===== src/design/csr_defs.svh =====
`ifndef CSR_DEFS_SVH
`define CSR_DEFS_SVH

// Register numbers
`define CSR_CRMD    14'h0000
`define CSR_PRMD    14'h0001
`define CSR_ECFG    14'h0004
`define CSR_ESTAT   14'h0005
`define CSR_ERA     14'h0006
`define CSR_BADV    14'h0007
`define CSR_EENTRY  14'h000c
`define CSR_SAVE0   14'h0030
`define CSR_SAVE1   14'h0031
`define CSR_SAVE2   14'h0032
`define CSR_SAVE3   14'h0033
`define CSR_TID     14'h0040
`define CSR_TCFG    14'h0041
`define CSR_TVAL    14'h0042
`define CSR_TICLR   14'h0044

// Field ranges
`define CSR_CRMD_PLV        1:0
`define CSR_CRMD_IE         2
`define CSR_CRMD_DA         3
`define CSR_CRMD_PG         4
`define CSR_PRMD_PPLV       1:0
`define CSR_PRMD_PIE        2
`define CSR_ECFG_LIE        12:0
`define CSR_ESTAT_IS10      1:0
`define CSR_EENTRY_VA       31:6
`define CSR_TCFG_EN         0
`define CSR_TCFG_PERIODIC   1
`define CSR_TCFG_INITVAL    31:2
`define CSR_TICLR_CLR       0

// Exception codes
`define ECODE_ADE      6'h08
`define ECODE_ALE      6'h09
`define ESUBCODE_ADEF  9'h000

`define TIMER_IDLE  32'hffff_ffff

`endif


===== src/design/csr_pkg.sv =====
package csr_pkg;

  typedef logic [13:0] csr_num_t;
  typedef logic [31:0] csr_word_t;
  typedef logic [1:0]  plv_t;
  typedef logic [5:0]  ecode_t;
  typedef logic [8:0]  esubcode_t;
  typedef logic [12:0] int_vec_t;

  // CSR write bus, broadcast to every register block
  typedef struct packed {
    logic      we;
    csr_num_t  num;
    csr_word_t wmask;
    csr_word_t wvalue;
  } csr_wr_t;

  // Exception report from writeback
  typedef struct packed {
    logic      ex;
    ecode_t    ecode;
    esubcode_t esubcode;
    csr_word_t pc;
    csr_word_t vaddr;
  } exc_req_t;

  // Bits under the mask take the new value, the rest keep the old one
  function automatic csr_word_t masked_merge(input csr_word_t old_value, input csr_wr_t wr);
    return (wr.wmask & wr.wvalue) | (~wr.wmask & old_value);
  endfunction

endpackage


===== src/design/csr_exc_regs.sv =====
`include "csr_defs.svh"

module csr_exc_regs
  import csr_pkg::*;
(
  input  logic      clk,
  input  logic      reset,
  input  csr_wr_t   csr_wr,
  input  exc_req_t  exc,
  input  logic      eret_flush,
  input  csr_num_t  csr_num,
  input  int_vec_t  int_status,
  output logic      crmd_ie,
  output csr_word_t rdata
);

  plv_t        crmd_plv;
  logic        crmd_da;
  logic        crmd_pg;
  plv_t        prmd_pplv;
  logic        prmd_pie;
  ecode_t      estat_ecode;
  esubcode_t   estat_esubcode;
  csr_word_t   era;
  csr_word_t   badv;
  logic [25:0] eentry_va;

  csr_word_t crmd_rvalue;
  csr_word_t prmd_rvalue;
  csr_word_t estat_rvalue;
  csr_word_t eentry_rvalue;
  csr_word_t crmd_next;
  csr_word_t prmd_next;
  csr_word_t eentry_next;
  logic      addr_err;

  assign crmd_rvalue   = {27'b0, crmd_pg, crmd_da, crmd_ie, crmd_plv};
  assign prmd_rvalue   = {29'b0, prmd_pie, prmd_pplv};
  assign estat_rvalue  = {1'b0, estat_esubcode, estat_ecode, 3'b0, int_status};
  assign eentry_rvalue = {eentry_va, 6'b0};

  assign crmd_next   = masked_merge(crmd_rvalue, csr_wr);
  assign prmd_next   = masked_merge(prmd_rvalue, csr_wr);
  assign eentry_next = masked_merge(eentry_rvalue, csr_wr);

  assign addr_err = (exc.ecode == `ECODE_ADE) || (exc.ecode == `ECODE_ALE);

  // Exception beats ERET, ERET beats a CSR write
  always_ff @(posedge clk) begin
    if (reset) begin
      crmd_plv <= '0;
      crmd_ie  <= 1'b0;
      crmd_da  <= 1'b1;
      crmd_pg  <= 1'b0;
    end else if (exc.ex) begin
      crmd_plv <= '0;
      crmd_ie  <= 1'b0;
    end else if (eret_flush) begin
      crmd_plv <= prmd_pplv;
      crmd_ie  <= prmd_pie;
    end else if (csr_wr.we && csr_wr.num == `CSR_CRMD) begin
      crmd_plv <= crmd_next[`CSR_CRMD_PLV];
      crmd_ie  <= crmd_next[`CSR_CRMD_IE];
      crmd_da  <= crmd_next[`CSR_CRMD_DA];
      crmd_pg  <= crmd_next[`CSR_CRMD_PG];
    end
  end

  always_ff @(posedge clk) begin
    if (reset) begin
      prmd_pplv      <= '0;
      prmd_pie       <= 1'b0;
      estat_ecode    <= '0;
      estat_esubcode <= '0;
      era            <= '0;
      badv           <= '0;
      eentry_va      <= '0;
    end else if (exc.ex) begin
      prmd_pplv      <= crmd_plv;
      prmd_pie       <= crmd_ie;
      estat_ecode    <= exc.ecode;
      estat_esubcode <= exc.esubcode;
      era            <= exc.pc;
      if (addr_err) begin
        // Fetch faults report the PC itself
        badv <= (exc.ecode == `ECODE_ADE && exc.esubcode == `ESUBCODE_ADEF) ? exc.pc : exc.vaddr;
      end
    end else if (csr_wr.we && !eret_flush) begin
      case (csr_wr.num)
        `CSR_PRMD: begin
          prmd_pplv <= prmd_next[`CSR_PRMD_PPLV];
          prmd_pie  <= prmd_next[`CSR_PRMD_PIE];
        end
        `CSR_ERA:    era       <= masked_merge(era, csr_wr);
        `CSR_BADV:   badv      <= masked_merge(badv, csr_wr);
        `CSR_EENTRY: eentry_va <= eentry_next[`CSR_EENTRY_VA];
        default: ;
      endcase
    end
  end

  always_comb begin
    case (csr_num)
      `CSR_CRMD:   rdata = crmd_rvalue;
      `CSR_PRMD:   rdata = prmd_rvalue;
      `CSR_ESTAT:  rdata = estat_rvalue;
      `CSR_ERA:    rdata = era;
      `CSR_BADV:   rdata = badv;
      `CSR_EENTRY: rdata = eentry_rvalue;
      default:     rdata = '0;
    endcase
  end

  // Writeback never reports an exception and an ERET together
  a_exc_eret_exclusive: assert property (@(posedge clk) disable iff (reset)
    !(exc.ex && eret_flush));

endmodule


===== src/design/csr_file.sv =====
module csr_file
  import csr_pkg::*;
(
  input  logic       clk,
  input  logic       reset,
  input  csr_num_t   csr_num,
  output csr_word_t  csr_rvalue,
  input  csr_wr_t    csr_wr,
  input  exc_req_t   exc,
  input  logic       eret_flush,
  input  logic       ipi_int_in,
  input  logic [7:0] hw_int_in,
  input  csr_word_t  coreid_in,
  output logic       has_int
);

  logic      crmd_ie;
  logic      ti_pending;
  int_vec_t  int_status;
  csr_word_t exc_rdata;
  csr_word_t int_rdata;
  csr_word_t timer_rdata;
  csr_word_t save_rdata;

  csr_exc_regs u_exc_regs (
    .clk        (clk),
    .reset      (reset),
    .csr_wr     (csr_wr),
    .exc        (exc),
    .eret_flush (eret_flush),
    .csr_num    (csr_num),
    .int_status (int_status),
    .crmd_ie    (crmd_ie),
    .rdata      (exc_rdata)
  );

  csr_int_ctrl u_int_ctrl (
    .clk        (clk),
    .reset      (reset),
    .csr_wr     (csr_wr),
    .csr_num    (csr_num),
    .hw_int_in  (hw_int_in),
    .ipi_int_in (ipi_int_in),
    .ti_pending (ti_pending),
    .crmd_ie    (crmd_ie),
    .int_status (int_status),
    .has_int    (has_int),
    .rdata      (int_rdata)
  );

  csr_timer u_timer (
    .clk        (clk),
    .reset      (reset),
    .csr_wr     (csr_wr),
    .csr_num    (csr_num),
    .coreid_in  (coreid_in),
    .ti_pending (ti_pending),
    .rdata      (timer_rdata)
  );

  csr_save_regs u_save_regs (
    .clk     (clk),
    .reset   (reset),
    .csr_wr  (csr_wr),
    .csr_num (csr_num),
    .rdata   (save_rdata)
  );

  // Each block returns zero for numbers it does not own
  assign csr_rvalue = exc_rdata | int_rdata | timer_rdata | save_rdata;

endmodule


===== src/design/csr_int_ctrl.sv =====
`include "csr_defs.svh"

module csr_int_ctrl
  import csr_pkg::*;
(
  input  logic       clk,
  input  logic       reset,
  input  csr_wr_t    csr_wr,
  input  csr_num_t   csr_num,
  input  logic [7:0] hw_int_in,
  input  logic       ipi_int_in,
  input  logic       ti_pending,
  input  logic       crmd_ie,
  output int_vec_t   int_status,
  output logic       has_int,
  output csr_word_t  rdata
);

  int_vec_t   ecfg_lie;
  logic [1:0] is_sw;
  logic [7:0] is_hw;
  logic       is_ipi;
  csr_word_t  ecfg_next;
  csr_word_t  estat_next;

  assign ecfg_next  = masked_merge({19'b0, ecfg_lie}, csr_wr);
  assign estat_next = masked_merge({19'b0, int_status}, csr_wr);

  always_ff @(posedge clk) begin
    if (reset) begin
      ecfg_lie <= '0;
      is_sw    <= '0;
    end else if (csr_wr.we && csr_wr.num == `CSR_ECFG) begin
      ecfg_lie <= ecfg_next[`CSR_ECFG_LIE];
    end else if (csr_wr.we && csr_wr.num == `CSR_ESTAT) begin
      // Only the two software bits are writable
      is_sw <= estat_next[`CSR_ESTAT_IS10];
    end
  end

  // External lines are sampled every cycle
  always_ff @(posedge clk) begin
    if (reset) begin
      is_hw  <= '0;
      is_ipi <= 1'b0;
    end else begin
      is_hw  <= hw_int_in;
      is_ipi <= ipi_int_in;
    end
  end

  assign int_status = {is_ipi, ti_pending, 1'b0, is_hw, is_sw};

  // IPI at bit 12 is outside the request window
  assign has_int = (|(int_status[11:0] & ecfg_lie[11:0])) && crmd_ie;

  assign rdata = (csr_num == `CSR_ECFG) ? {19'b0, ecfg_lie} : '0;

endmodule


===== src/design/csr_save_regs.sv =====
`include "csr_defs.svh"

module csr_save_regs
  import csr_pkg::*;
(
  input  logic      clk,
  input  logic      reset,
  input  csr_wr_t   csr_wr,
  input  csr_num_t  csr_num,
  output csr_word_t rdata
);

  csr_word_t  save_q [4];
  logic       wr_hit;
  logic       rd_hit;
  logic [1:0] wr_idx;
  logic [1:0] rd_idx;

  // SAVE0 to SAVE3 are consecutive numbers
  assign wr_hit = csr_wr.we && csr_wr.num >= `CSR_SAVE0 && csr_wr.num <= `CSR_SAVE3;
  assign rd_hit = csr_num >= `CSR_SAVE0 && csr_num <= `CSR_SAVE3;
  assign wr_idx = 2'(csr_wr.num - `CSR_SAVE0);
  assign rd_idx = 2'(csr_num - `CSR_SAVE0);

  always_ff @(posedge clk) begin
    if (reset) begin
      for (int i = 0; i < 4; i++) begin
        save_q[i] <= '0;
      end
    end else if (wr_hit) begin
      save_q[wr_idx] <= masked_merge(save_q[wr_idx], csr_wr);
    end
  end

  assign rdata = rd_hit ? save_q[rd_idx] : '0;

endmodule


===== src/design/csr_timer.sv =====
`include "csr_defs.svh"

module csr_timer
  import csr_pkg::*;
(
  input  logic      clk,
  input  logic      reset,
  input  csr_wr_t   csr_wr,
  input  csr_num_t  csr_num,
  input  csr_word_t coreid_in,
  output logic      ti_pending,
  output csr_word_t rdata
);

  csr_word_t   tid;
  logic        tcfg_en;
  logic        tcfg_periodic;
  logic [29:0] tcfg_initval;
  csr_word_t   timer_cnt;

  csr_word_t tcfg_rvalue;
  csr_word_t tcfg_next;
  logic      wr_tcfg;
  logic      timer_load;
  logic      ticlr_hit;

  assign tcfg_rvalue = {tcfg_initval, tcfg_periodic, tcfg_en};
  assign tcfg_next   = masked_merge(tcfg_rvalue, csr_wr);
  assign wr_tcfg     = csr_wr.we && csr_wr.num == `CSR_TCFG;
  assign timer_load  = wr_tcfg && tcfg_next[`CSR_TCFG_EN];
  assign ticlr_hit   = csr_wr.we && csr_wr.num == `CSR_TICLR &&
                       csr_wr.wmask[`CSR_TICLR_CLR] && csr_wr.wvalue[`CSR_TICLR_CLR];

  always_ff @(posedge clk) begin
    if (reset) begin
      tid <= coreid_in;
    end else if (csr_wr.we && csr_wr.num == `CSR_TID) begin
      tid <= masked_merge(tid, csr_wr);
    end
  end

  always_ff @(posedge clk) begin
    if (reset) begin
      tcfg_en       <= 1'b0;
      tcfg_periodic <= 1'b0;
      tcfg_initval  <= '0;
    end else if (wr_tcfg) begin
      tcfg_en       <= tcfg_next[`CSR_TCFG_EN];
      tcfg_periodic <= tcfg_next[`CSR_TCFG_PERIODIC];
      tcfg_initval  <= tcfg_next[`CSR_TCFG_INITVAL];
    end
  end

  // Counter runs in units of one cycle, INITVAL counts in fours
  always_ff @(posedge clk) begin
    if (reset) begin
      timer_cnt <= `TIMER_IDLE;
    end else if (timer_load) begin
      timer_cnt <= {tcfg_next[`CSR_TCFG_INITVAL], 2'b00};
    end else if (tcfg_en && timer_cnt != `TIMER_IDLE) begin
      if (timer_cnt == '0) begin
        timer_cnt <= tcfg_periodic ? {tcfg_initval, 2'b00} : `TIMER_IDLE;
      end else begin
        timer_cnt <= timer_cnt - 32'd1;
      end
    end
  end

  // Expiry wins over a clear in the same cycle
  always_ff @(posedge clk) begin
    if (reset) begin
      ti_pending <= 1'b0;
    end else if (timer_cnt == '0) begin
      ti_pending <= 1'b1;
    end else if (ticlr_hit) begin
      ti_pending <= 1'b0;
    end
  end

  always_comb begin
    case (csr_num)
      `CSR_TID:   rdata = tid;
      `CSR_TCFG:  rdata = tcfg_rvalue;
      `CSR_TVAL:  rdata = timer_cnt;
      default:    rdata = '0;
    endcase
  end

  a_cnt_frozen_when_off: assert property (@(posedge clk) disable iff (reset)
    (!tcfg_en && !timer_load) |=> $stable(timer_cnt));

endmodule


===== config.mk =====
export PLATFORM = sky130hd
export DESIGN_NAME = csr_file
export DESIGN_NICKNAME = d
export VERILOG_FILES = /design/src/design/csr_pkg.sv /design/src/design/csr_exc_regs.sv /design/src/design/csr_file.sv /design/src/design/csr_int_ctrl.sv /design/src/design/csr_save_regs.sv /design/src/design/csr_timer.sv
export VERILOG_INCLUDE_DIRS = /design/src /design/src/design
export SDC_FILE = /design/constraint.sdc
export NUM_CORES = 1
export LEC_CHECK = 0
export ABC_AREA = 0
export BUFFER_PORTS_ARGS = -buffer_cell sky130_fd_sc_hd__buf_2
export CAP_MARGIN = 30
export CELL_PAD_IN_SITES_DETAIL_PLACEMENT = 1
export CELL_PAD_IN_SITES_GLOBAL_PLACEMENT = 1
export CORE_MARGIN = 1
export CORE_UTILIZATION = 45
export DETAILED_ROUTE_END_ITERATION = 8
export HOLD_SLACK_MARGIN = 0.08
export PLACE_DENSITY_LB_ADDON = 0.05
export SYNTH_ARGS = -nofsm -noshare
export SYNTH_HDL_FRONTEND = slang
export SYNTH_HIERARCHICAL = 1
export SYNTH_SLANG_ARGS = --single-unit

===== constraint.sdc =====
create_clock -name clk -period 6 [get_ports clk]
set_input_delay 0.6 -clock clk [delete_from_list [all_inputs] [get_ports clk]]
set_output_delay 0.6 -clock clk [all_outputs]
set_load 0.005 [all_outputs]

==> results.yml <==
clock_tree:
  cts-root-buf: "clkbuf_16"
  cts_buffer_depth: 3
  cts.reportedPaths.clkPinSlew_ns: 0.05
  cts_sinks: 362
  worstSkewPairLatency_ns: 0.58
  cts_buffers: 44
  cts_tree: "yes"
  cts_resized: 0
  htree_levels: 2
  post_cts_buffers: 0
  hold_buffers: 0
detailed_routing:
  via_count: 23140
  detail_route.wl_per_cell_um: 30.6
  route.detailed.drc: 0
  drt_first_pass_iters: 5
  antenna_left: 0
  viasPerCell: 6.90
  drtIter0Drc: 2598
  wl_mm: 103
pwr:
  p_sw_mw: 1.70
  power_density_mw_per_mm2: 235
  p_seq_share_pct: 43.9
  ir_drop_mv: 0.183
  p_leak_nw: 9.91
  combPwrFrac_pct: 12.8
  swShare_pct: 27.6
  clkPwrFrac_pct: 43.3
  power_mw: 6.17
  intPower_mw: 4.47
timing:
  rsz0062_at_grt: "false"
  clock.fmax_mhz: 246
  skew_ns: 0.00943
  drv_slew: 0
  slew_headroom_pct: 30.2
  hold_viol_final: 0
  tightest_slew_ns: 1.03
  fin_crit_sh_pct: 67.7
  setup_tns_ns: 0
  setup_violations: 0
  fin_crit_ns: 4.06
floorplanning:
  pin_count: 250
  die_h_um: 229
  die_area_mm2: 0.0525
  die_w_um: 229
  start_util_pct: 45.9
  std_cell_rows: 82
  core_area_mm2: 0.0506
logic_synthesis:
  synth.avg_cell_area_um2: 9.18
  synth_flop_cell: "dfxtp_1"
  ys_types: 89
  synthArstFlopShare_pct: 0
  syn_inst: 2531
  synth_edf_count: 160
  yosysWarnings: 6
  ys_ff_latch: 362
  synth_seq_area_share_pct: 38.1
  syn_area_mm2: 0.0232
global_routing:
  antenna_found_initial: 8
  grt_pass1_wl_mm: 151
  grt_usage_pct: 38.1
  overflow: 0
  grt_pass1_vias: 23401
  grt_max_degree: 213
worst_setup_path:
  cp-start-kind: "input pin"
  crit_start: "csr_num[1]"
  path_cells: "buf_4 > buf_4 > and3_1 > buf_4 > a221o_1 > or4_1 > buf_2"
  critPathMaxFanout: 53
  r2r_start: "u_timer/timer_cnt[2]$_SDFFE_PP1P_"
  cpPeakStageDelay_ns: 0.63
  arrival_ns: 3.46
  crit_type: "in2out"
  critPathCaptureType: "primary output"
  cp_slowest_cell: "buf_4"
  path_common_cell: "buf_4"
  cp.required_ns: 5.40
placed_design:
  dpl.hpwl_mm: 67.4
  place.gp.congestion: 0.956
  port_buffers: 249
layout:
  fin_nets: 2862
  postLayoutCoreUtil_pct: 52.0
  final_layout_size_suffix_gt1_share_pct: 20.6
  layout_common_cells: "buf_2 (243), dfxtp_1 (202), nor2_1 (181), edfxtp_1 (160), mux2i_1 (125)"
  layout_commonest_cell: "buf_2"
  area_delta_synth_final_pct: 13.1
job:
  cap_viol_max_count: 0
worst_hold_path:
  hold_start: "hw_int_in[3]"
  hold_class: "in2reg"
run_status:
  status: "completed"
## worst paths after layout
path / cells past startpoint / end / slack [ns]
setup / recovery: 7 / csr_rvalue[18] / 1.94
hold / removal: 2 / u_int_ctrl/is_hw[3]$_SDFF_PP0_ / 0.23
setup reg to reg: 6 / u_timer/timer_cnt[30]$_SDFFE_PP1P_ / 2.69
hold reg to reg: 2 / register / 0.47
## logic make-up after synthesis
logic type / Yosys count / synth area share [%]
mux: 224 / 11.7
flops: 362 / 38.1
fa+ha+maj: 3 / 0.162
buf+inv: 347 / 6.65
simple gates: 971 / 23.8
xor+xnor: 13 / 0.490
compound gates: 610 / 19.1
other cells: 1 / 0.0161
## synth_stat cells (49+ instances only)
| cell | n | share of area, % |
|---|---|---|
| nor2_1 | 182 | 2.9 |
| a21oi_1 | 119 | 2.6 |
| a311oi_1 | 69 | 2.6 |
| nand4_1 | 49 | 1.3 |
| mux2_2 | 67 | 3.2 |
| nor3_1 | 82 | 1.8 |
| nand3_1 | 97 | 2.1 |
| edfxtp_1 | 160 | 21 |
| clkbuf_1 | 160 | 2.6 |
| o21ai_0 | 69 | 1.5 |
| nor4_1 | 120 | 3.2 |
| nor2b_1 | 114 | 3.1 |
| inv_1 | 93 | 1.5 |
| mux2i_1 | 125 | 5.4 |
| nand2_1 | 75 | 1.2 |
| dfxtp_1 | 202 | 17 |
## power groups by stage
| stage | registers [mW] | logic (mW) | clock network, mW |
|---|---|---|---|
| 2_1_floorplan | 2.73 | 0.430 | 0 |
| 3_3_place_gp | 2.75 | 0.735 | 0 |
| 3_5_place_dp | 2.75 | 0.761 | 0 |
| 4_1_cts | 2.70 | 0.766 | 2.70 |
| 5_1_grt | 2.71 | 0.832 | 2.79 |
| 6_report | 2.71 | 0.791 | 2.67 |
## layer usage
| metal | vias to the layer above | GRT usage, % | wire (um) |
|---|---|---|---|
| met1 | 11805 | 52.6 | 43300 |
| met2 | 1176 | 57.9 | 45600 |
| met3 | 243 | 7.42 | 9820 |
| met4 | 2 | 16.2 | 3980 |
| li1 | 9914 | - | - |
| met5 | - | 0 | 9 |
## area by class of cell
type                            count  area, um^2
Fill cell                        5826       24300
Multi-Input combinational cell   1841       13000
Sequential cell                   362        8850
Timing Repair Buffer              298        1780
Clock buffer                       64        1250
Tap cell                          672         841
Inverter                           95         357
Clock inverter                     18         143
Antenna cell                        5        12.5
## worst max-delay path: cells and delay by family
kind | cells | cell delay, ns
AOI/OAI and AO/OA | 1 | 0.29
buffers and inverters | 4 | 1.72
and+or+nand+nor | 2 | 0.71
## metrics by stage
| step | cell area (um^2) | cells | setup WS (ns) | hold slack [ns] |
|---|---|---|---|---|
| 2_1_floorplan | 23300 | 2550 | 1.72 | 0.439 |
| 3_3_place_gp | 24700 | 3260 | 2.04 | 0.447 |
| 3_5_place_dp | 24800 | 3265 | 2.01 | 0.462 |
| 4_1_cts | 26200 | 3347 | 2.03 | 0.217 |
| 5_1_grt | 26300 | 3351 | 1.95 | 0.260 |
| 6_report | 26300 | 3355 | 1.94 | 0.231 |
Note: power is estimated with default switching activity, not from simulation.
